===== src/verilog/mipsPkg.sv =====
package mipsPkg;

    typedef logic [31:0] word_t;
    typedef logic [31:0] instr_t;
    typedef logic [4:0]  regAddr_t;
    typedef logic [5:0]  field_t;                  // Opcode or funct
    typedef logic [4:0]  shamt_t;

    // Coarse class from the opcode decoder
    typedef enum logic [1:0] {
        classAdd      = 2'b00,
        classSub      = 2'b01,
        classFunct    = 2'b10,
        classImmLogic = 2'b11
    } aluClass_t;

    typedef enum logic [3:0] {
        opAnd = 4'b0000,
        opOr  = 4'b0001,
        opAdd = 4'b0010,
        opSll = 4'b0011,
        opSrl = 4'b0100,
        opSra = 4'b0101,
        opSub = 4'b0110,
        opSlt = 4'b0111,
        opNor = 4'b1100,
        opXor = 4'b1101
    } aluOp_t;

    // Opcodes
    localparam field_t opcodeRType = 6'b000000;
    localparam field_t opcodeBeq   = 6'b000100;
    localparam field_t opcodeAddi  = 6'b001000;
    localparam field_t opcodeAddiu = 6'b001001;
    localparam field_t opcodeSlti  = 6'b001010;
    localparam field_t opcodeAndi  = 6'b001100;
    localparam field_t opcodeOri   = 6'b001101;
    localparam field_t opcodeXori  = 6'b001110;

    // Funct codes of R-type
    localparam field_t functSll  = 6'b000000;
    localparam field_t functSrl  = 6'b000010;
    localparam field_t functSra  = 6'b000011;
    localparam field_t functSllv = 6'b000100;
    localparam field_t functSrlv = 6'b000110;
    localparam field_t functAdd  = 6'b100000;
    localparam field_t functAddu = 6'b100001;
    localparam field_t functSub  = 6'b100010;
    localparam field_t functSubu = 6'b100011;
    localparam field_t functAnd  = 6'b100100;
    localparam field_t functOr   = 6'b100101;
    localparam field_t functXor  = 6'b100110;
    localparam field_t functNor  = 6'b100111;
    localparam field_t functSlt  = 6'b101010;

endpackage


===== src/verilog/execCtrlIf.sv =====
`timescale 1ns/1ns

interface execCtrlIf;
    import mipsPkg::*;

    aluOp_t aluOp;
    logic   immSel;                                // Immediate is operand b
    logic   zeroExt;                               // Zero-extend instead of sign-extend
    logic   shamtSel;                              // Shamt field is operand a
    logic   regWrite;
    logic   destSel;                               // Destination is rd instead of rt
    logic   isBranch;
    logic   opIllegal;                             // Unknown opcode from the main decoder
    logic   illegal;                               // Combined flag

    // Both decoders drive their own members
    modport decoder (
        output aluOp, immSel, zeroExt, shamtSel, regWrite, destSel, isBranch,
        output opIllegal, illegal
    );

    modport datapath (
        input aluOp, immSel, zeroExt, shamtSel, regWrite, destSel, isBranch, illegal
    );

endinterface


===== src/verilog/mainDecoder.sv =====
`timescale 1ns/1ns

module mainDecoder (
    input  mipsPkg::field_t    opcode,
    execCtrlIf.decoder         ctrl,
    output mipsPkg::aluClass_t aluClass
);
    import mipsPkg::*;

    always_comb
    begin
        aluClass       = classAdd;
        ctrl.immSel    = 1'b0;
        ctrl.zeroExt   = 1'b0;
        ctrl.destSel   = 1'b0;
        ctrl.regWrite  = 1'b0;
        ctrl.isBranch  = 1'b0;
        ctrl.opIllegal = 1'b0;
        case (opcode)
            opcodeRType:
            begin
                aluClass      = classFunct;        // Funct picks the operation
                ctrl.destSel  = 1'b1;
                ctrl.regWrite = 1'b1;
            end
            opcodeAddi, opcodeAddiu:
            begin
                aluClass      = classAdd;
                ctrl.immSel   = 1'b1;              // Sign-extended immediate
                ctrl.regWrite = 1'b1;
            end
            opcodeBeq:
            begin
                aluClass      = classSub;          // Equal when difference is zero
                ctrl.isBranch = 1'b1;
            end
            opcodeAndi, opcodeOri, opcodeXori:
            begin
                aluClass      = classImmLogic;
                ctrl.immSel   = 1'b1;
                ctrl.zeroExt  = 1'b1;              // Logic immediates are unsigned
                ctrl.regWrite = 1'b1;
            end
            opcodeSlti:
            begin
                aluClass      = classImmLogic;
                ctrl.immSel   = 1'b1;
                ctrl.regWrite = 1'b1;
            end
            default:
            begin
                ctrl.opIllegal = 1'b1;             // Unknown opcode
            end
        endcase
    end

endmodule


===== src/verilog/aluControl.sv =====
`timescale 1ns/1ns

module aluControl (
    input  mipsPkg::aluClass_t aluClass,
    input  mipsPkg::field_t    funct,
    input  mipsPkg::field_t    opcode,
    input  logic               decodeIllegal,
    execCtrlIf.decoder         ctrl
);
    import mipsPkg::*;

    logic codeIllegal;                             // Funct or opcode not in the table

    always_comb
    begin
        ctrl.aluOp    = opAdd;
        ctrl.shamtSel = 1'b0;
        codeIllegal   = 1'b0;
        case (aluClass)
            classAdd:
            begin
                ctrl.aluOp = opAdd;
            end
            classSub:
            begin
                ctrl.aluOp = opSub;
            end
            classFunct:
            begin
                case (funct)
                    functAdd, functAddu: ctrl.aluOp = opAdd;
                    functSub, functSubu: ctrl.aluOp = opSub;
                    functAnd:            ctrl.aluOp = opAnd;
                    functOr:             ctrl.aluOp = opOr;
                    functNor:            ctrl.aluOp = opNor;
                    functXor:            ctrl.aluOp = opXor;
                    functSlt:            ctrl.aluOp = opSlt;
                    functSllv:           ctrl.aluOp = opSll;
                    functSrlv:           ctrl.aluOp = opSrl;
                    functSll:
                    begin
                        ctrl.aluOp    = opSll;
                        ctrl.shamtSel = 1'b1;      // Fixed shift amount
                    end
                    functSrl:
                    begin
                        ctrl.aluOp    = opSrl;
                        ctrl.shamtSel = 1'b1;
                    end
                    functSra:
                    begin
                        ctrl.aluOp    = opSra;
                        ctrl.shamtSel = 1'b1;
                    end
                    default:             codeIllegal = 1'b1;
                endcase
            end
            classImmLogic:
            begin
                case (opcode)
                    opcodeSlti:          ctrl.aluOp = opSlt;
                    opcodeAndi:          ctrl.aluOp = opAnd;
                    opcodeOri:           ctrl.aluOp = opOr;
                    opcodeXori:          ctrl.aluOp = opXor;
                    default:             codeIllegal = 1'b1;
                endcase
            end
        endcase
        ctrl.illegal = decodeIllegal | codeIllegal; // Single driver for the flag
    end

endmodule


===== src/verilog/alu.sv =====
`timescale 1ns/1ns

module alu (
    input  mipsPkg::aluOp_t op,
    input  mipsPkg::word_t  a,
    input  mipsPkg::word_t  b,
    output mipsPkg::word_t  result,
    output logic            zero
);
    import mipsPkg::*;

    shamt_t shiftAmount;
    logic   lessThan;

    assign shiftAmount = a[4:0];                   // Only the low five bits count
    assign lessThan    = $signed(a) < $signed(b);

    always_comb
    begin
        case (op)
            opAnd:
                result = a & b;
            opOr:
                result = a | b;
            opNor:
                result = ~(a | b);
            opXor:
                result = a ^ b;
            opAdd:
                result = a + b;
            opSub:
                result = a - b;
            opSlt:
                result = {{31{1'b0}}, lessThan};
            opSll:
                result = b << shiftAmount;
            opSrl:
                result = b >> shiftAmount;
            opSra:
                result = $signed(b) >>> shiftAmount; // Sign bit fills in
            default:
                result = '0;
        endcase
    end

    assign zero = (result == '0);                  // BEQ looks at this after SUB

endmodule


===== src/verilog/registerFile.sv =====
`timescale 1ns/1ns

module registerFile #(
    parameter int regCount = 32
) (
    input  logic              clk,
    input  logic              arstN,
    input  mipsPkg::regAddr_t readAddrA,
    input  mipsPkg::regAddr_t readAddrB,
    output mipsPkg::word_t    readDataA,
    output mipsPkg::word_t    readDataB,
    input  logic              writeEn,
    input  mipsPkg::regAddr_t writeAddr,
    input  mipsPkg::word_t    writeData
);
    import mipsPkg::*;

    word_t regs [1:regCount-1];                    // Register zero is not stored
    logic  hitA;
    logic  hitB;
    logic  hitWrite;

    // Index zero and indices past regCount read as zero
    assign hitA     = (readAddrA != '0) && (int'(readAddrA) < regCount);
    assign hitB     = (readAddrB != '0) && (int'(readAddrB) < regCount);
    assign hitWrite = writeEn && (writeAddr != '0) && (int'(writeAddr) < regCount);

    assign readDataA = hitA ? regs[readAddrA] : '0;
    assign readDataB = hitB ? regs[readAddrB] : '0;

    always_ff @(posedge clk or negedge arstN)
    begin
        if (!arstN)
        begin
            for (int i = 1; i < regCount; i++)
            begin
                regs[i] <= '0;
            end
        end
        else if (hitWrite)
        begin
            regs[writeAddr] <= writeData;
        end
    end

endmodule


===== src/verilog/executeCore.sv =====
`timescale 1ns/1ns

module executeCore #(
    parameter int regCount = 32
) (
    input  logic              clk,
    input  logic              arstN,
    input  logic              instrValid,
    input  mipsPkg::instr_t   instr,
    output logic              wbValid,
    output mipsPkg::regAddr_t wbAddr,
    output mipsPkg::word_t    wbData,
    output logic              illegal,
    output logic              branchTaken
);
    import mipsPkg::*;

    field_t      opcode;
    field_t      funct;
    regAddr_t    rs;
    regAddr_t    rt;
    regAddr_t    rd;
    shamt_t      shamt;
    logic [15:0] imm;
    word_t       immExt;
    aluClass_t   aluClass;
    word_t       readDataA;
    word_t       readDataB;
    word_t       aluA;
    word_t       aluB;
    word_t       aluResult;
    logic        aluZero;
    regAddr_t    destAddr;
    logic        writeEn;

    execCtrlIf ctrlBus ();

    // Instruction fields
    assign opcode = instr[31:26];
    assign rs     = instr[25:21];
    assign rt     = instr[20:16];
    assign rd     = instr[15:11];
    assign shamt  = instr[10:6];
    assign funct  = instr[5:0];
    assign imm    = instr[15:0];

    mainDecoder i_mainDecoder (
        .opcode   (opcode),
        .ctrl     (ctrlBus),
        .aluClass (aluClass)
    );

    aluControl i_aluControl (
        .aluClass      (aluClass),
        .funct         (funct),
        .opcode        (opcode),
        .decodeIllegal (ctrlBus.opIllegal),
        .ctrl          (ctrlBus)
    );

    assign immExt = ctrlBus.zeroExt ? {16'b0, imm} : {{16{imm[15]}}, imm};
    assign aluA   = ctrlBus.shamtSel ? {27'b0, shamt} : readDataA;
    assign aluB   = ctrlBus.immSel ? immExt : readDataB;

    assign destAddr = ctrlBus.destSel ? rd : rt;
    assign writeEn  = instrValid & ctrlBus.regWrite & ~ctrlBus.illegal; // Illegal words never write

    registerFile #(
        .regCount (regCount)
    ) i_registerFile (
        .clk       (clk),
        .arstN     (arstN),
        .readAddrA (rs),
        .readAddrB (rt),
        .readDataA (readDataA),
        .readDataB (readDataB),
        .writeEn   (writeEn),
        .writeAddr (destAddr),
        .writeData (aluResult)
    );

    alu i_alu (
        .op     (ctrlBus.aluOp),
        .a      (aluA),
        .b      (aluB),
        .result (aluResult),
        .zero   (aluZero)
    );

    // One-cycle pulses with address and data at zero when idle
    always_ff @(posedge clk or negedge arstN)
    begin
        if (!arstN)
        begin
            wbValid     <= 1'b0;
            wbAddr      <= '0;
            wbData      <= '0;
            illegal     <= 1'b0;
            branchTaken <= 1'b0;
        end
        else
        begin
            wbValid     <= writeEn;
            wbAddr      <= writeEn ? destAddr : '0;
            wbData      <= writeEn ? aluResult : '0;
            illegal     <= instrValid & ctrlBus.illegal;
            branchTaken <= instrValid & ctrlBus.isBranch & aluZero;
        end
    end

endmodule


===== config.mk =====
export PLATFORM = sky130hd
export DESIGN_NAME = executeCore
export DESIGN_NICKNAME = d
export VERILOG_FILES = /design/src/verilog/mipsPkg.sv /design/src/verilog/execCtrlIf.sv /design/src/verilog/mainDecoder.sv /design/src/verilog/aluControl.sv /design/src/verilog/alu.sv /design/src/verilog/registerFile.sv /design/src/verilog/executeCore.sv
export SDC_FILE = /design/constraint.sdc
export NUM_CORES = 2
export LEC_CHECK = 0
export BUFFER_PORTS_ARGS = -buffer_cell sky130_fd_sc_hd__buf_4
export CORE_MARGIN = 2
export CORE_UTILIZATION = 33
export CTS_CLUSTER_DIAMETER = 150
export DETAILED_ROUTE_END_ITERATION = 16
export SLEW_MARGIN = 25
export SYNTH_ARGS = -nofsm -noshare
export SYNTH_HDL_FRONTEND = slang
export SYNTH_SLANG_ARGS = --single-unit

===== constraint.sdc =====
create_clock -name clk -period 8.5 [get_ports clk]
set_input_delay 1.7 -clock clk [delete_from_list [all_inputs] [get_ports clk]]
set_output_delay 1.7 -clock clk [all_outputs]
set_load 0.01 [all_outputs]

==> impl_metrics.json <==
{
  "status": "finished clean",
  "grt_usage": 0.2581,
  "clockBufferDepth": 3,
  "layout_min_cycle_time_ns": 7.580,
  "yosysTopAreaCell": "dfrtp_1",
  "drtAntennaViolNets": 0,
  "fin_setup_tns_ns": 0,
  "num_vias": 53022,
  "drt_wl_total_um": 253700,
  "synthTopCellsByArea": "dfrtp_1, mux4_2, a21oi_1, o21ai_0, mux2_2",
  "synth.top_cell.area_share": 0.4102,
  "initial_core_util": 0.3318,
  "ys_seq_area_frac": 0.4102,
  "cts_setup_buffers": 0,
  "pwr-share-seq": 0.413,
  "p_clk_frac": 0.424,
  "post_dp_cell_area_um2": 67490,
  "wl_per_cell_um": 29.35,
  "max_slew_margin": 0.2398,
  "dieArea_um2": 194300,
  "slew_violations": 0,
  "cts_resized": 0,
  "start_kind": "primary input",
  "total_power_w": 0.01209,
  "drcViolationCount": 0,
  "cap_viol_max_count": 0,
  "layout-drive-gt1-share": 0.2270,
  "crit_type": "primary input to register",
  "synth_edf_count": 0,
  "p_per_area_nw_per_um2": 169.5,
  "worstPathMaxFanout": 34,
  "hpwl_um": 170700,
  "cts-root-buf": "clkbuf_16",
  "post_drt_via_cell_ratio": 6.135,
  "insertion_delay_ns": 0.79,
  "min_period_over_period": 0.8917,
  "synth_common_cells": "dfrtp_1, nand2_1, nor2_1, a21oi_1, o21ai_0",
  "grt.overflow.total": 0,
  "avgSynthCellArea_um2": 10.26,
  "coreArea_um2": 189800,
  "synthCells": 6137,
  "holdCritPathClass": "register to register",
  "cpPeakStageDelay_ns": 0.55,
  "required_ns": 9.22,
  "port_buffers": 74,
  "worst_pin_slew_ns": 1.140,
  "cts_tree": "yes",
  "area_growth_pct": 13.32,
  "crit_chain": "buf_8, buf_4, mux4_2, o21a_1, a221oi_1, o41a_2, inv_2, ha_1, nor2_1, a221oi_1, nand2_1, a31oi_1, nor4b_1, buf_4, o311ai_1, a2111oi_0, buf_4, o22ai_1, xnor2_1, o211ai_1, nor4bb_1, nor4b_1, and4b_1, and4_1",
  "die_w_um": 440.8,
  "critPathMostFrequentCell": "buf_4",
  "finalWeightedCongestion": 1.017,
  "postCtsHoldBufs": 0,
  "sw_frac_of_total": 0.2980,
  "setup.worst_path.end_class": "register",
  "cp.arrival_ns": 8.30,
  "first_pass_iters": 5,
  "ios": 75,
  "path_clk_slew_ns": 0.07,
  "final_cell_area_um2": 71350,
  "cpMaxStageDelayCell": "mux4_2",
  "setup_violations": 0,
  "rows": 160,
  "htree_levels": 3,
  "fin_skew_ns": 0.04705,
  "clkSinkCount": 1032,
  "cts_buffers": 108,
  "critPathBufInv": 5,
  "die_h_um": 440.8,
  "detail_route.iter0.violations": 6717,
  "synth-main-ff-cell": "dfrtp_1",
  "hold_viol_final": 0,
  "synth.distinct_cells": 95,
  "combPwrFrac": 0.163,
  "ys_warn_count": 0,
  "internal-power_w": 0.008489,
  "synth_area_um2": 62960,
  "switching_power_w": 0.003603,
  "vdd_ir_drop_max_uv": 171.5,
  "power.leakage_nw": 31.06,
  "synth_most_common_cell": "dfrtp_1",
  "fill_cells": 18596,
  "worst_path_dominant_cell_family": "compound AO/OA/AOI/OAI gates",
  "rsz0062_at_grt": "no",
  "synth-seq-cells": 1032,
  "grt_pass1_vias": 51285,
  "async_reset_ff_frac": 1.000,
  "layout.nets": 6177,
  "grt_pass1_wl_um": 369500,
  "grt_max_degree": 169,
  "antenna_found_initial": 10,
  "max_freq_mhz": 131.9,
  "syn_nets": 6278
}
-- worst register-to-register path, delay by kind of cell (launching register included) --
family                   cells  cell delay [ns]
flip-flops                   1             0.40
adder cells (fa/ha/maj)      1             0.45
XOR/XNOR                     1             0.21
AO/OA/AOI/OAI                7             2.14
AND/OR/NAND/NOR              8             1.69
buffers and inverters        2             0.31
multiplexers                 3             1.07
-- layer usage --
metal,GRT usage,wire (um),vias to the layer above
met5,0,47,-
met1,0.3507,102100,27063
met2,0.3957,113500,2949
met3,0.05449,24980,619
met4,0.1160,13090,6
li1,-,-,22385
-- power groups by stage --
stage,sequential [W],clock (W),combinational [W]
after floorplan,0.00507,0,0.00108
after global placement,0.00508,0,0.00191
after detailed placement,0.00508,0,0.00191
after CTS,0.00499,0.00519,0.00191
after global routing,0.00500,0.00538,0.00205
final,0.00499,0.00513,0.00197
-- path summary, 6_finish.rpt --
kind / startpoint / endpoint / slack (ns) / cells past startpoint
setup reg to reg: i_registerFile.regs[258]$_DFFE_PN0P_ / branchTaken$_DFF_PN0_ / 2.15 / 22
hold / removal: i_registerFile.regs[284]$_DFFE_PN0P_ / i_registerFile.regs[284]$_DFFE_PN0P_ / 0.50 / 2
hold reg to reg: i_registerFile.regs[284]$_DFFE_PN0P_ / i_registerFile.regs[284]$_DFFE_PN0P_ / 0.50 / 2
setup / recovery: instr[21] / branchTaken$_DFF_PN0_ / 0.92 / 24
min in group asynchronous: arstN / i_registerFile.regs[23]$_DFFE_PN0P_ / 0.98 / 1
max in group asynchronous: arstN / i_registerFile.regs[450]$_DFFE_PN0P_ / 5.99 / 2
-- cell usage in the layout, fill, tap and decap left out, types with 16 or more instances in the layout --
cell type / count
a21oi_1: 600
o211ai_1: 48
nor3_1: 43
clkinv_2: 24
clkbuf_16: 108
nand2b_1: 39
a221o_1: 24
a21o_1: 38
a31oi_1: 34
o21ai_0: 576
and2_1: 27
and3_1: 17
mux2i_1: 208
nand2_1: 642
ha_1: 104
nor2b_1: 16
inv_1: 111
mux2_2: 251
or3_1: 18
dfrtp_1: 1032
o22ai_1: 46
o221ai_1: 21
a221oi_1: 42
a22o_1: 48
a211oi_1: 27
buf_4: 326
nor2_1: 636
buf_12: 42
nand3_1: 42
a22oi_1: 64
clkbuf_8: 26
mux4_2: 466
clkbuf_1: 19
-- area by class of cell --
| class | instances | area (um^2) | share of cell area |
|---|---|---|---|
| Multi-Input combinational cell | 4395 | 34690 | 0.4861 |
| Inverter | 124 | 470.5 | 0.006594 |
| Clock inverter | 49 | 696.9 | 0.009768 |
| Antenna cell | 4 | 10.01 | 0.0001403 |
| Timing Repair Buffer | 375 | 3401 | 0.04766 |
| Sequential cell | 1032 | 25820 | 0.3620 |
| Tap cell | 2511 | 3142 | 0.04403 |
| Clock buffer | 152 | 3118 | 0.04370 |
-- state kept, by name, summed over array words and instances (netlist names) --
register and flops:
wbValid 1, illegal 1, i_registerFile.regs 992, wbAddr 5, branchTaken 1, wbData 32
-- through the flow --
| step | hold WS (ns) | utilization | worst slack, ns | cells |
|---|---|---|---|---|
| 3_5_place_dp | 0.4860 | 0.3556 | 0.2757 | 8436 |
| 2_1_floorplan | 0.4599 | - | 0.02101 | 6137 |
| 5_1_grt | 0.5200 | 0.3759 | 0.6160 | 8638 |
| 3_3_place_gp | 0.4729 | 0.3556 | 0.1970 | 8436 |
| 4_1_cts | 0.4998 | 0.3757 | 1.069 | 8637 |
| 6_report | 0.4985 | 0.3759 | 0.9202 | 8642 |
-- cell families after synthesis --
family	share of synthesized area
AND/OR/NAND/NOR	0.1048
adder cells (fa/ha/maj)	0.02130
buffers and inverters	0.04785
multiplexers	0.2446
AO/OA/AOI/OAI	0.1704
XOR/XNOR	0.0008346
flip-flops	0.4102
No activity file was read; power rests on OpenSTA's default activity.
